$ cat src/rtl/sdr_ctrl_params.svh
//////////////////////////////
// build constants for the sdr host control block
// registers hold 16 bits, the upper data bits read as zero
// identifiers are fixed per bitstream, change them here only
//////////////////////////////

`ifndef SDR_CTRL_PARAMS_SVH
`define SDR_CTRL_PARAMS_SVH

// bus widths
`define SDR_DATA_W          32
`define SDR_ADDR_W          5

// register byte addresses, anything else is a decode error
`define SDR_ADDR_CTRL       5'h00
`define SDR_ADDR_STATUS     5'h04
`define SDR_ADDR_OVFL_CNT   5'h08
`define SDR_ADDR_SRQ        5'h0C

// control register bit positions
`define SDR_CTRL_OSC_EN     0
`define SDR_CTRL_EEPROM_WP  1
`define SDR_CTRL_INTERRUPT  2

// build identifiers packed into the status word
`define SDR_FPGA_VER        4'd3
`define SDR_CLOCK_ID        4'd0
`define SDR_FPGA_ID         4'd1

`endif
$ cat src/rtl/sdr_ctrl_pkg.sv
//////////////////////////////
// shared types for the sdr host control block
// widths must agree with the params header
//////////////////////////////

package sdr_ctrl_pkg;

    // byte address on the register bus
    typedef logic [4:0] reg_addr_t;

    // full AXI data word
    typedef logic [31:0] reg_data_t;

    // register content, low half of the data word
    typedef logic [15:0] reg_word_t;

    // AXI response code
    typedef logic [1:0] axil_resp_t;

    localparam axil_resp_t RESP_OKAY   = 2'b00;
    localparam axil_resp_t RESP_SLVERR = 2'b10;

    // write channel, one transaction in flight
    typedef enum logic {WR_IDLE, WR_RESP} wr_state_t;

    // read channel, independent of the write side
    typedef enum logic {RD_IDLE, RD_RESP} rd_state_t;

endpackage

$ cat src/rtl/sdr_ctrl_top.sv
//////////////////////////////
// host control and status top for the sdr receiver
// single clock, adc_ovfl is the only asynchronous input
//////////////////////////////

`timescale 1ns/10ps

module sdr_ctrl_top
    import sdr_ctrl_pkg::*;
(
    input  logic       cpu_clk,
    input  logic       rx_ovfl_rst,

    // AXI4-Lite slave
    input  logic       awvalid,
    output logic       awready,
    input  reg_addr_t  awaddr,
    input  logic       wvalid,
    output logic       wready,
    input  reg_data_t  wdata,
    input  logic [3:0] wstrb,
    output logic       bvalid,
    input  logic       bready,
    output axil_resp_t bresp,
    input  logic       arvalid,
    output logic       arready,
    input  reg_addr_t  araddr,
    output logic       rvalid,
    input  logic       rready,
    output reg_data_t  rdata,
    output axil_resp_t rresp,

    // board signals
    input  logic       adc_ovfl,
    input  logic       host_srq,
    output logic       adc_clken,
    output logic       eeprom_wp,
    output logic       irq
);

    // register strobes
    logic      wr_en;
    reg_addr_t wr_addr;
    reg_word_t wr_data;
    logic      wr_err;
    logic      rd_en;
    reg_addr_t rd_addr;
    reg_word_t rd_data;
    logic      rd_err;

    // overflow path
    logic      ovfl_clr;
    logic      ovfl_flag;
    reg_word_t ovfl_count;

    //////////////////////////////
    // host port
    //////////////////////////////

    axil_reg_port axil_reg_port_i (
        .cpu_clk     (cpu_clk),
        .rx_ovfl_rst (rx_ovfl_rst),
        .awvalid     (awvalid),
        .awready     (awready),
        .awaddr      (awaddr),
        .wvalid      (wvalid),
        .wready      (wready),
        .wdata       (wdata),
        .wstrb       (wstrb),
        .bvalid      (bvalid),
        .bready      (bready),
        .bresp       (bresp),
        .arvalid     (arvalid),
        .arready     (arready),
        .araddr      (araddr),
        .rvalid      (rvalid),
        .rready      (rready),
        .rdata       (rdata),
        .rresp       (rresp),
        .wr_en       (wr_en),
        .wr_addr     (wr_addr),
        .wr_data     (wr_data),
        .wr_err      (wr_err),
        .rd_en       (rd_en),
        .rd_addr     (rd_addr),
        .rd_data     (rd_data),
        .rd_err      (rd_err)
    );

    //////////////////////////////
    // register bank
    //////////////////////////////

    ctrl_status_regs ctrl_status_regs_i (
        .cpu_clk     (cpu_clk),
        .rx_ovfl_rst (rx_ovfl_rst),
        .wr_en       (wr_en),
        .wr_addr     (wr_addr),
        .wr_data     (wr_data),
        .rd_en       (rd_en),
        .rd_addr     (rd_addr),
        .rd_data     (rd_data),
        .rd_err      (rd_err),
        .wr_err      (wr_err),
        .host_srq    (host_srq),
        .ovfl_flag   (ovfl_flag),
        .ovfl_count  (ovfl_count),
        .ovfl_clr    (ovfl_clr),
        .adc_clken   (adc_clken),
        .eeprom_wp   (eeprom_wp),
        .irq         (irq)
    );

    // overflow monitor runs free of bus back-pressure
    ovfl_monitor ovfl_monitor_i (
        .cpu_clk     (cpu_clk),
        .rx_ovfl_rst (rx_ovfl_rst),
        .adc_ovfl    (adc_ovfl),
        .ovfl_clr    (ovfl_clr),
        .ovfl_flag   (ovfl_flag),
        .ovfl_count  (ovfl_count)
    );

endmodule

$ cat src/rtl/axil_reg_port.sv
//////////////////////////////
// AXI4-Lite slave, one write and one read in flight at a time
// wstrb is not honoured, the host must write whole words
// address decode is done by the register bank
//////////////////////////////

`timescale 1ns/10ps

`include "sdr_ctrl_params.svh"

module axil_reg_port
    import sdr_ctrl_pkg::*;
(
    input  logic                     cpu_clk,
    input  logic                     rx_ovfl_rst,

    // write address channel
    input  logic                     awvalid,
    output logic                     awready,
    input  reg_addr_t                awaddr,

    // write data channel
    input  logic                     wvalid,
    output logic                     wready,
    input  reg_data_t                wdata,
    input  logic [`SDR_DATA_W/8-1:0] wstrb,

    // write response channel
    output logic                     bvalid,
    input  logic                     bready,
    output axil_resp_t               bresp,

    // read address channel
    input  logic                     arvalid,
    output logic                     arready,
    input  reg_addr_t                araddr,

    // read data channel
    output logic                     rvalid,
    input  logic                     rready,
    output reg_data_t                rdata,
    output axil_resp_t               rresp,

    // register bank side
    output logic                     wr_en,
    output reg_addr_t                wr_addr,
    output reg_word_t                wr_data,
    input  logic                     wr_err,
    output logic                     rd_en,
    output reg_addr_t                rd_addr,
    input  reg_word_t                rd_data,
    input  logic                     rd_err
);

    wr_state_t wr_state;
    rd_state_t rd_state;

    //////////////////////////////
    // write channel
    //////////////////////////////

    // both readies only while idle, a pending response blocks new writes
    assign awready = (wr_state == WR_IDLE);
    assign wready  = (wr_state == WR_IDLE);

    // accept only when address and data arrive together
    assign wr_en   = awvalid && wvalid && awready && wready;
    assign wr_addr = awaddr;
    // registers are 16 bits wide, upper data bits dropped
    assign wr_data = wdata[15:0];

    always_ff @(posedge cpu_clk)
    begin
        if (rx_ovfl_rst)
        begin
            wr_state <= WR_IDLE;
        end
        else
        begin
            case (wr_state)
                WR_IDLE:
                begin
                    if (wr_en)
                    begin
                        wr_state <= WR_RESP;
                    end
                end
                WR_RESP:
                begin
                    // hold bvalid until the host takes it
                    if (bready)
                    begin
                        wr_state <= WR_IDLE;
                    end
                end
                default:
                begin
                    wr_state <= WR_IDLE;
                end
            endcase
        end
    end

    // response code captured at acceptance
    always_ff @(posedge cpu_clk)
    begin
        if (wr_en)
        begin
            bresp <= wr_err ? RESP_SLVERR : RESP_OKAY;
        end
    end

    assign bvalid = (wr_state == WR_RESP);

    //////////////////////////////
    // read channel
    //////////////////////////////

    assign arready = (rd_state == RD_IDLE);
    assign rd_en   = arvalid && arready;
    assign rd_addr = araddr;

    always_ff @(posedge cpu_clk)
    begin
        if (rx_ovfl_rst)
        begin
            rd_state <= RD_IDLE;
        end
        else
        begin
            case (rd_state)
                RD_IDLE:
                begin
                    if (rd_en)
                    begin
                        rd_state <= RD_RESP;
                    end
                end
                RD_RESP:
                begin
                    if (rready)
                    begin
                        rd_state <= RD_IDLE;
                    end
                end
                default:
                begin
                    rd_state <= RD_IDLE;
                end
            endcase
        end
    end

    // bank answers combinationally, sample it once so rdata stays stable
    always_ff @(posedge cpu_clk)
    begin
        if (rd_en)
        begin
            rdata <= {{(`SDR_DATA_W - 16){1'b0}}, rd_data};
            rresp <= rd_err ? RESP_SLVERR : RESP_OKAY;
        end
    end

    assign rvalid = (rd_state == RD_RESP);

endmodule

$ cat src/rtl/ctrl_status_regs.sv
//////////////////////////////
// control, status, overflow count and service request registers
// strobes are single cycle, read data answers in the same cycle
// SRQ read has a side effect, it restarts the capture
//////////////////////////////

`timescale 1ns/10ps

`include "sdr_ctrl_params.svh"

module ctrl_status_regs
    import sdr_ctrl_pkg::*;
(
    input  logic      cpu_clk,
    input  logic      rx_ovfl_rst,

    // strobes from the host port
    input  logic      wr_en,
    input  reg_addr_t wr_addr,
    input  reg_word_t wr_data,
    input  logic      rd_en,
    input  reg_addr_t rd_addr,
    output reg_word_t rd_data,
    output logic      rd_err,
    output logic      wr_err,

    // service request pulse, already on cpu_clk
    input  logic      host_srq,

    // overflow monitor
    input  logic      ovfl_flag,
    input  reg_word_t ovfl_count,
    output logic      ovfl_clr,

    // control outputs
    output logic      adc_clken,
    output logic      eeprom_wp,
    output logic      irq
);

    reg_word_t ctrl_reg;
    reg_word_t status_word;
    logic      srq_noted;
    logic      srq_rd;

    //////////////////////////////
    // write side
    //////////////////////////////

    // status and srq accept writes silently, only unmapped addresses fail
    always_comb
    begin
        case (wr_addr)
            `SDR_ADDR_CTRL,
            `SDR_ADDR_STATUS,
            `SDR_ADDR_OVFL_CNT,
            `SDR_ADDR_SRQ:
                wr_err = 1'b0;
            default:
                wr_err = 1'b1;
        endcase
    end

    always_ff @(posedge cpu_clk)
    begin
        if (rx_ovfl_rst)
        begin
            ctrl_reg <= '0;
        end
        else if (wr_en && (wr_addr == `SDR_ADDR_CTRL))
        begin
            ctrl_reg <= wr_data;
        end
    end

    // any write to the count register clears count and flag
    assign ovfl_clr = wr_en && (wr_addr == `SDR_ADDR_OVFL_CNT);

    assign adc_clken = ctrl_reg[`SDR_CTRL_OSC_EN];
    assign eeprom_wp = ctrl_reg[`SDR_CTRL_EEPROM_WP];
    assign irq       = ctrl_reg[`SDR_CTRL_INTERRUPT];

    //////////////////////////////
    // service request capture
    //////////////////////////////

    assign srq_rd = rd_en && (rd_addr == `SDR_ADDR_SRQ);

    // on a read the noted bit is returned and capture restarts
    // a pulse in the read cycle itself lands in the fresh capture
    always_ff @(posedge cpu_clk)
    begin
        if (rx_ovfl_rst)
        begin
            srq_noted <= 1'b0;
        end
        else if (srq_rd)
        begin
            srq_noted <= host_srq;
        end
        else
        begin
            srq_noted <= srq_noted | host_srq;
        end
    end

    //////////////////////////////
    // read side
    //////////////////////////////

    // sticky flag on top, then version, clock id, fpga id
    assign status_word = {ovfl_flag, 3'b000, `SDR_FPGA_VER, `SDR_CLOCK_ID, `SDR_FPGA_ID};

    always_comb
    begin
        rd_data = '0;
        rd_err  = 1'b0;
        case (rd_addr)
            `SDR_ADDR_CTRL:     rd_data = ctrl_reg;
            `SDR_ADDR_STATUS:   rd_data = status_word;
            `SDR_ADDR_OVFL_CNT: rd_data = ovfl_count;
            `SDR_ADDR_SRQ:      rd_data = {15'b0, srq_noted};
            // unmapped, data stays zero
            default:            rd_err  = 1'b1;
        endcase
    end

endmodule

$ cat src/rtl/ovfl_monitor.sv
//////////////////////////////
// adc overflow synchronizer and event counter
// input pulses need two cycles high and two cycles low
// flag and count move three cycles after first sample
//////////////////////////////

`timescale 1ns/10ps

module ovfl_monitor
    import sdr_ctrl_pkg::*;
(
    input  logic      cpu_clk,
    input  logic      rx_ovfl_rst,
    input  logic      adc_ovfl,
    input  logic      ovfl_clr,
    output logic      ovfl_flag,
    output reg_word_t ovfl_count
);

    logic ovfl_meta;
    logic ovfl_sync;
    logic ovfl_sync_d;
    logic ovfl_evt;

    // two flop synchronizer, then one more stage for the edge compare
    always_ff @(posedge cpu_clk)
    begin
        if (rx_ovfl_rst)
        begin
            ovfl_meta   <= 1'b0;
            ovfl_sync   <= 1'b0;
            ovfl_sync_d <= 1'b0;
            ovfl_evt    <= 1'b0;
        end
        else
        begin
            ovfl_meta   <= adc_ovfl;
            ovfl_sync   <= ovfl_meta;
            ovfl_sync_d <= ovfl_sync;
            // registered rising edge pulse
            ovfl_evt    <= ovfl_sync & ~ovfl_sync_d;
        end
    end

    // sticky flag and saturating count, clear beats a coincident event
    always_ff @(posedge cpu_clk)
    begin
        if (rx_ovfl_rst || ovfl_clr)
        begin
            ovfl_flag  <= 1'b0;
            ovfl_count <= '0;
        end
        else if (ovfl_evt)
        begin
            ovfl_flag <= 1'b1;
            // stop at all ones
            if (ovfl_count != 16'hFFFF)
            begin
                ovfl_count <= ovfl_count + 16'd1;
            end
        end
    end

endmodule

$ cat config.mk
export PLATFORM = sky130hd
export DESIGN_NAME = sdr_ctrl_top
export DESIGN_NICKNAME = d
export VERILOG_FILES = /design/src/rtl/sdr_ctrl_pkg.sv /design/src/rtl/sdr_ctrl_top.sv /design/src/rtl/axil_reg_port.sv /design/src/rtl/ctrl_status_regs.sv /design/src/rtl/ovfl_monitor.sv
export VERILOG_INCLUDE_DIRS = /design/src /design/src/rtl
export SDC_FILE = /design/constraint.sdc
export NUM_CORES = 1
export LEC_CHECK = 0
export BUFFER_PORTS_ARGS = -buffer_cell sky130_fd_sc_hd__buf_2
export CAP_MARGIN = 30
export CELL_PAD_IN_SITES_DETAIL_PLACEMENT = 1
export CELL_PAD_IN_SITES_GLOBAL_PLACEMENT = 1
export CORE_ASPECT_RATIO = 2
export CORE_MARGIN = 5
export CORE_UTILIZATION = 39
export DETAILED_ROUTE_END_ITERATION = 10
export PLACE_DENSITY_LB_ADDON = 0.1
export SETUP_SLACK_MARGIN = 0.1
export SLEW_MARGIN = 5
export SYNTH_ARGS = -nofsm -noshare
export SYNTH_HDL_FRONTEND = slang
export SYNTH_SLANG_ARGS = --single-unit
$ cat constraint.sdc
create_clock -name cpu_clk -period 2.8 [get_ports cpu_clk]
set_input_delay 0.56 -clock cpu_clk [delete_from_list [all_inputs] [get_ports cpu_clk]]
set_output_delay 0.56 -clock cpu_clk [all_outputs]
set_load 0.005 [all_outputs]
; Word level (Yosys, flattened, before mapping)
; Cells that the tools add are included.
[word_totals]
out_inout_bits = 44
reg_bits = 60
elab_cells = 49
inputBits = 55
[op_classes]
n_reduce_logical = 13
n_eq_ne = 7
addsub = 1
mux = 10
bitwise_logic = 5
[ops]
columns = operator, n
row1 = $pmux W16 S4, 1
row2 = $eq A5 B4 Y1 const B, 4
row3 = $add A16 B1 Y16 const B, 1
row4 = $ne A16 B16 Y1 const B, 1
row5 = $eq A5 B3 Y1 const B, 2
row6 = $logic_not A5 Y1, 2
row7 = $reduce_or A4 Y1, 2
row8 = $logic_and A1 B1 Y1, 7
row9 = $mux W1, 5
row10 = $mux W2, 2
row11 = $pmux W1 S2, 2
row12 = $not A1 Y1, 3
row13 = $reduce_and A2 Y1, 1
row14 = $and A1 B1 Y1, 1
row15 = $logic_or A1 B1 Y1, 1
row16 = $or A1 B1 Y1, 1

; Longest topological paths before layout
[depth]
ltp_word = 5
depth_mapped = 6
mapped_depth_nobuf = 5

; Cells and area by module
; Synthesis repeated with hierarchy kept, for this count alone.
[unflattened]
hier_cells = 298
area_unflattened_um2 = 3004.1
[modules_own_cells]
columns = module, cells_per_inst, instances, seq_area_each_um2, area_per_inst_um2
row1 = ctrl_status_regs, 112, 1, 340.3, 1049.8
row2 = ovfl_monitor, 111, 1, 420.4, 983.4
row3 = axil_reg_port, 75, 1, 580.6, 970.9

; Worst setup path after synthesis
; No wires, ideal clock.
[synth_path]
kind = input to register
start = in awaddr[1]
end = reg ctrl_status_regs_i.ctrl_reg[10]
path_buffers = 2
setup_ns = 0.140
path_slack_ns = 0.850
required_ns = 2.660
t_arrival_ns = 1.810
cell_stages = 6
cell_sequence = or3_4 > or4_4 > buf_6 > buf_12 > nand2_2 > a21oi_2
[synth_between]
elab_chain_len = 2
[synth_lines]
columns = element, line_no
row1 = from (decl), sdr_ctrl_top.sv:17  ; input reg_addr_t awaddr,
row2 = $logic_not A5 Y1, --
row3 = $logic_and A1 B1 Y1, ctrl_status_regs.sv:70  ; else if (wr_en && (wr_addr == `SDR_ADDR_CTRL))
row4 = to (signal assigned), ctrl_status_regs.sv:72  ; ctrl_reg <= wr_data;
row5 = to (decl), ctrl_status_regs.sv:41  ; reg_word_t ctrl_reg;
; Every way passes these cells.
; A chain may end at the register's enable or synchronous reset.

; Worst setup path in the final report
[layout_path]
start = reg ovfl_monitor_i.ovfl_count[0]
end = reg ovfl_monitor_i.ovfl_count[15]
[layout_between]
elab_chain_len = 2
word_cells_on_any_way = 3
classes_between = 1 x add/sub / 1 x eq/ne / 1 x reduce/logical
[layout_lines]
columns = element, line_no
row1 = from (decl), ovfl_monitor.sv:17  ; output reg_word_t ovfl_count
row2 = from (signal assigned), ovfl_monitor.sv:59  ; ovfl_count <= ovfl_count + 16'd1;
row3 = "parallel branches: the longest is 2 deep, another holds $add A16 B1 Y16", --
; Several ways; the timed one is not identified.

==> impl_metrics.yaml <==
power:
  pwr_density_cell_mw_per_mm2: 661.2
  leakage_nw: 1.268
  peakVddDrop_mv: 0.5878
setup_path:
  critPathLaunch: "ovfl_monitor_i.ovfl_count[0]$_SDFFE_PP0P_"
  worst_setup_path_start_kind: "flip-flop"
  crit_buf_inv: 0
  crit_required_ps: 2990
  slowest_delay_ps: 630
  timing.rr.start: "ovfl_monitor_i.ovfl_count[0]$_SDFFE_PP0P_"
  r2r-end: "ovfl_monitor_i.ovfl_count[15]$_SDFFE_PP0P_"
  endpoint_kind: "flip-flop"
  arrival_ps: 2190
  r2r_cells: 5
  crit_type: "flip-flop to flip-flop"
  path_cells: "ha_1, nand3_1, nor3_1, nor4_1, mux2i_1"
  cp_slowest_cell: "nor3_1"
  cp_top_family: "simple AND/OR/NAND/NOR gates"
  cp_max_fo: 7
  r2r_slack_ps: 800
clocking:
  clockBufferDepth: 2
  insertion_delay_ps: 330
  cts_max_level: 3
  cts_setup_buffers: 0
  cts.sinks: 58
  cts_root_buf: "clkbuf_16"
  cts_tree: "yes"
  cts_hold_buf: 0
  ctsResizeCount: 0
  cts.clk_slew.worst_paths_ps: 50
  cts_buffers: 9
floorplanning:
  ioPinCount: 99
  initial_core_util_pct: 40.23
  core_area_sq_mm: 0.006621
  die_x_um: 68.44
  die-area_sq_mm: 0.008684
  dieHeight_um: 126.9
  rows: 42
yosys:
  synth_top_area_share_pct: 30.06
  synth-edff-count: 18
  yosysTopAreaCell: "dfxtp_1"
  avgSynthCellArea_sq_um: 9.903
  ys_async_sr_fraction_pct: 0
  yosysWarnings: 0
  ys_seq_area_share_pct: 50.35
  syn_area_sq_mm: 0.002664
  ys_ff_latch: 58
  ys_types: 49
  synthCells: 269
  ys.flop_type: "dfxtp_1"
  synth_area_leaders: "dfxtp_1 30%, edfxtp_1 20%, buf_4 5.4%, nand2_1 4.1%, a22o_1 3.9%"
sta:
  slew_violations: 0
  finalHoldViolCount: 0
  max_freq_mhz: 501.2
  period_minus_slack_ps: 1995
  skew_ps: 4.826
  slew_headroom_pct: 48.93
  worstMarginPinSlew_ps: 760.3
  period_share_pct: 71.26
  rsz0062_at_grt: "false"
  tns_ps: 0
  final-setup-viol-count: 0
  setup_ws_ps: 804.8
min_path:
  hp-class: "flip-flop to flip-flop"
  hold_end: "ovfl_monitor_i.ovfl_evt$_SDFF_PP0_"
  hold_depth: 1
  min-delay-start: "ovfl_monitor_i.ovfl_sync_d$_SDFF_PP0_"
global_routing:
  grt_pass1_wl_um: 11660
  grt_overflow: 0
  antenna_found_initial: 0
  track_usage_pct: 18.57
  grt_pass1_vias: 2396
  grt_max_degree: 19
finish:
  drive_gt1_share_pct: 32.54
  area_growth_pct: 23.67
  mostFrequentLayoutCells: "60 x buf_2, 40 x dfxtp_1, 29 x nand2_1"
  antennaDiodeCount: 0
  fill_cells: 806
  final_area_sq_mm: 0.003294
  mostFrequentLayoutCell: "buf_2"
  num-nets-final: 386
place:
  port_buffers: 60
  dp_slack_ps: 721.2
  globalplace.congestion: 0.8034
  placed_cell_area_sq_mm: 0.002957
  detailed_place_hpwl_um: 5225
detailed_routing:
  via_count: 2218
  drt_iter0_markers: 71
  vias_per_cell: 5.243
  wl_per_cell_um: 16.98
  drtAntennaViolNets: 0
  drc_errors: 0
  dr.pass1.iters: 4
  wirelength_um: 7184
run_status:
  status: "finished clean"
flow_run:
  drv_cap: 0
## final cells by class
| class | instances | area (sq um) | area share (%) |
|---|---|---|---|
| clock buffers | 14 | 327.8 | 9.951 |
| clock inverters | 2 | 10.01 | 0.3038 |
| inverters | 6 | 22.52 | 0.6836 |
| multi-input cells | 190 | 1145 | 34.75 |
| flip-flops and latches | 58 | 1341 | 40.71 |
| well taps | 88 | 110.1 | 3.342 |
| repair buffers | 65 | 337.8 | 10.25 |
## layer usage
layer,wire length (um),track usage (%),up-vias
met5,0,0,-
met4,174,9.144,0
met3,437,5.398,14
met2,4035,33.97,79
met1,2536,17.67,1073
li1,-,-,1052
## where the power goes
| part | internal, mW | switching, mW | leakage [nW] |
|---|---|---|---|
| clock network | 0.805 | 0.369 | 0.170 |
| registers | 0.888 | 0.00934 | 0.500 |
| logic | 0.0442 | 0.0635 | 0.598 |
| total | 1.74 | 0.442 | 1.27 |
## synthesized netlist by cell type (all sizes together), types with 5 or more instances
| cell type | instances |
|---|---|
| nor2b | 6 |
| buf | 24 |
| nand4 | 11 |
| dfxtp | 40 |
| nor2 | 17 |
| o21ai | 6 |
| a21oi | 29 |
| inv | 6 |
| nor3 | 8 |
| nand2 | 39 |
| clkbuf | 8 |
| edfxtp | 18 |
| mux2i | 5 |
| a22o | 12 |
| nor4 | 5 |
## how the worst max path moves through the flow
stage	slack (ps)	cells after the start	to
4_1_cts	790	5	ovfl_monitor_i.ovfl_count[15]$_SDFFE_PP0P_
3_3_place_gp	750	5	ctrl_status_regs_i.ctrl_reg[5]$_SDFFE_PP0P_
3_5_place_dp	720	5	ctrl_status_regs_i.ctrl_reg[0]$_SDFFE_PP0P_
2_1_floorplan	850	6	ctrl_status_regs_i.ctrl_reg[10]$_SDFFE_PP0P_
5_1_grt	640	4	ovfl_monitor_i.ovfl_count[15]$_SDFFE_PP0P_
6_report	800	5	ovfl_monitor_i.ovfl_count[15]$_SDFFE_PP0P_
## through the flow
stage	cells	utilization, %	hold WS, ps	power, mW
after global routing	423	49.75	402.2	2.261
after global placement	407	44.65	372.2	1.019
after CTS	423	49.75	396.8	2.204
after detailed placement	407	44.65	389.7	1.022
final	423	49.75	388.3	2.178
after floorplan	286	-	367.4	0.9803
## cell families after synthesis
| family | count (synthesis) | synth area share, % |
|---|---|---|
| other | 1 | 0.1408 |
| muxes | 5 | 1.879 |
| buffers and inverters | 38 | 9.065 |
| AOI/OAI and AO/OA | 58 | 15.50 |
| adders and majority gates | 1 | 0.4696 |
| DFF | 58 | 50.35 |
| and+or+nand+nor | 107 | 22.26 |
| xor gates and xnor gates | 1 | 0.3289 |
## worst reg2reg max path: cells and delay by family (launching register included)
| family | cells | cell delay (ps) |
|---|---|---|
| simple gates | 3 | 980 |
| flops | 1 | 460 |
| fa+ha+maj | 1 | 260 |
| mux | 1 | 170 |
(Power assumes the default switching activity.)
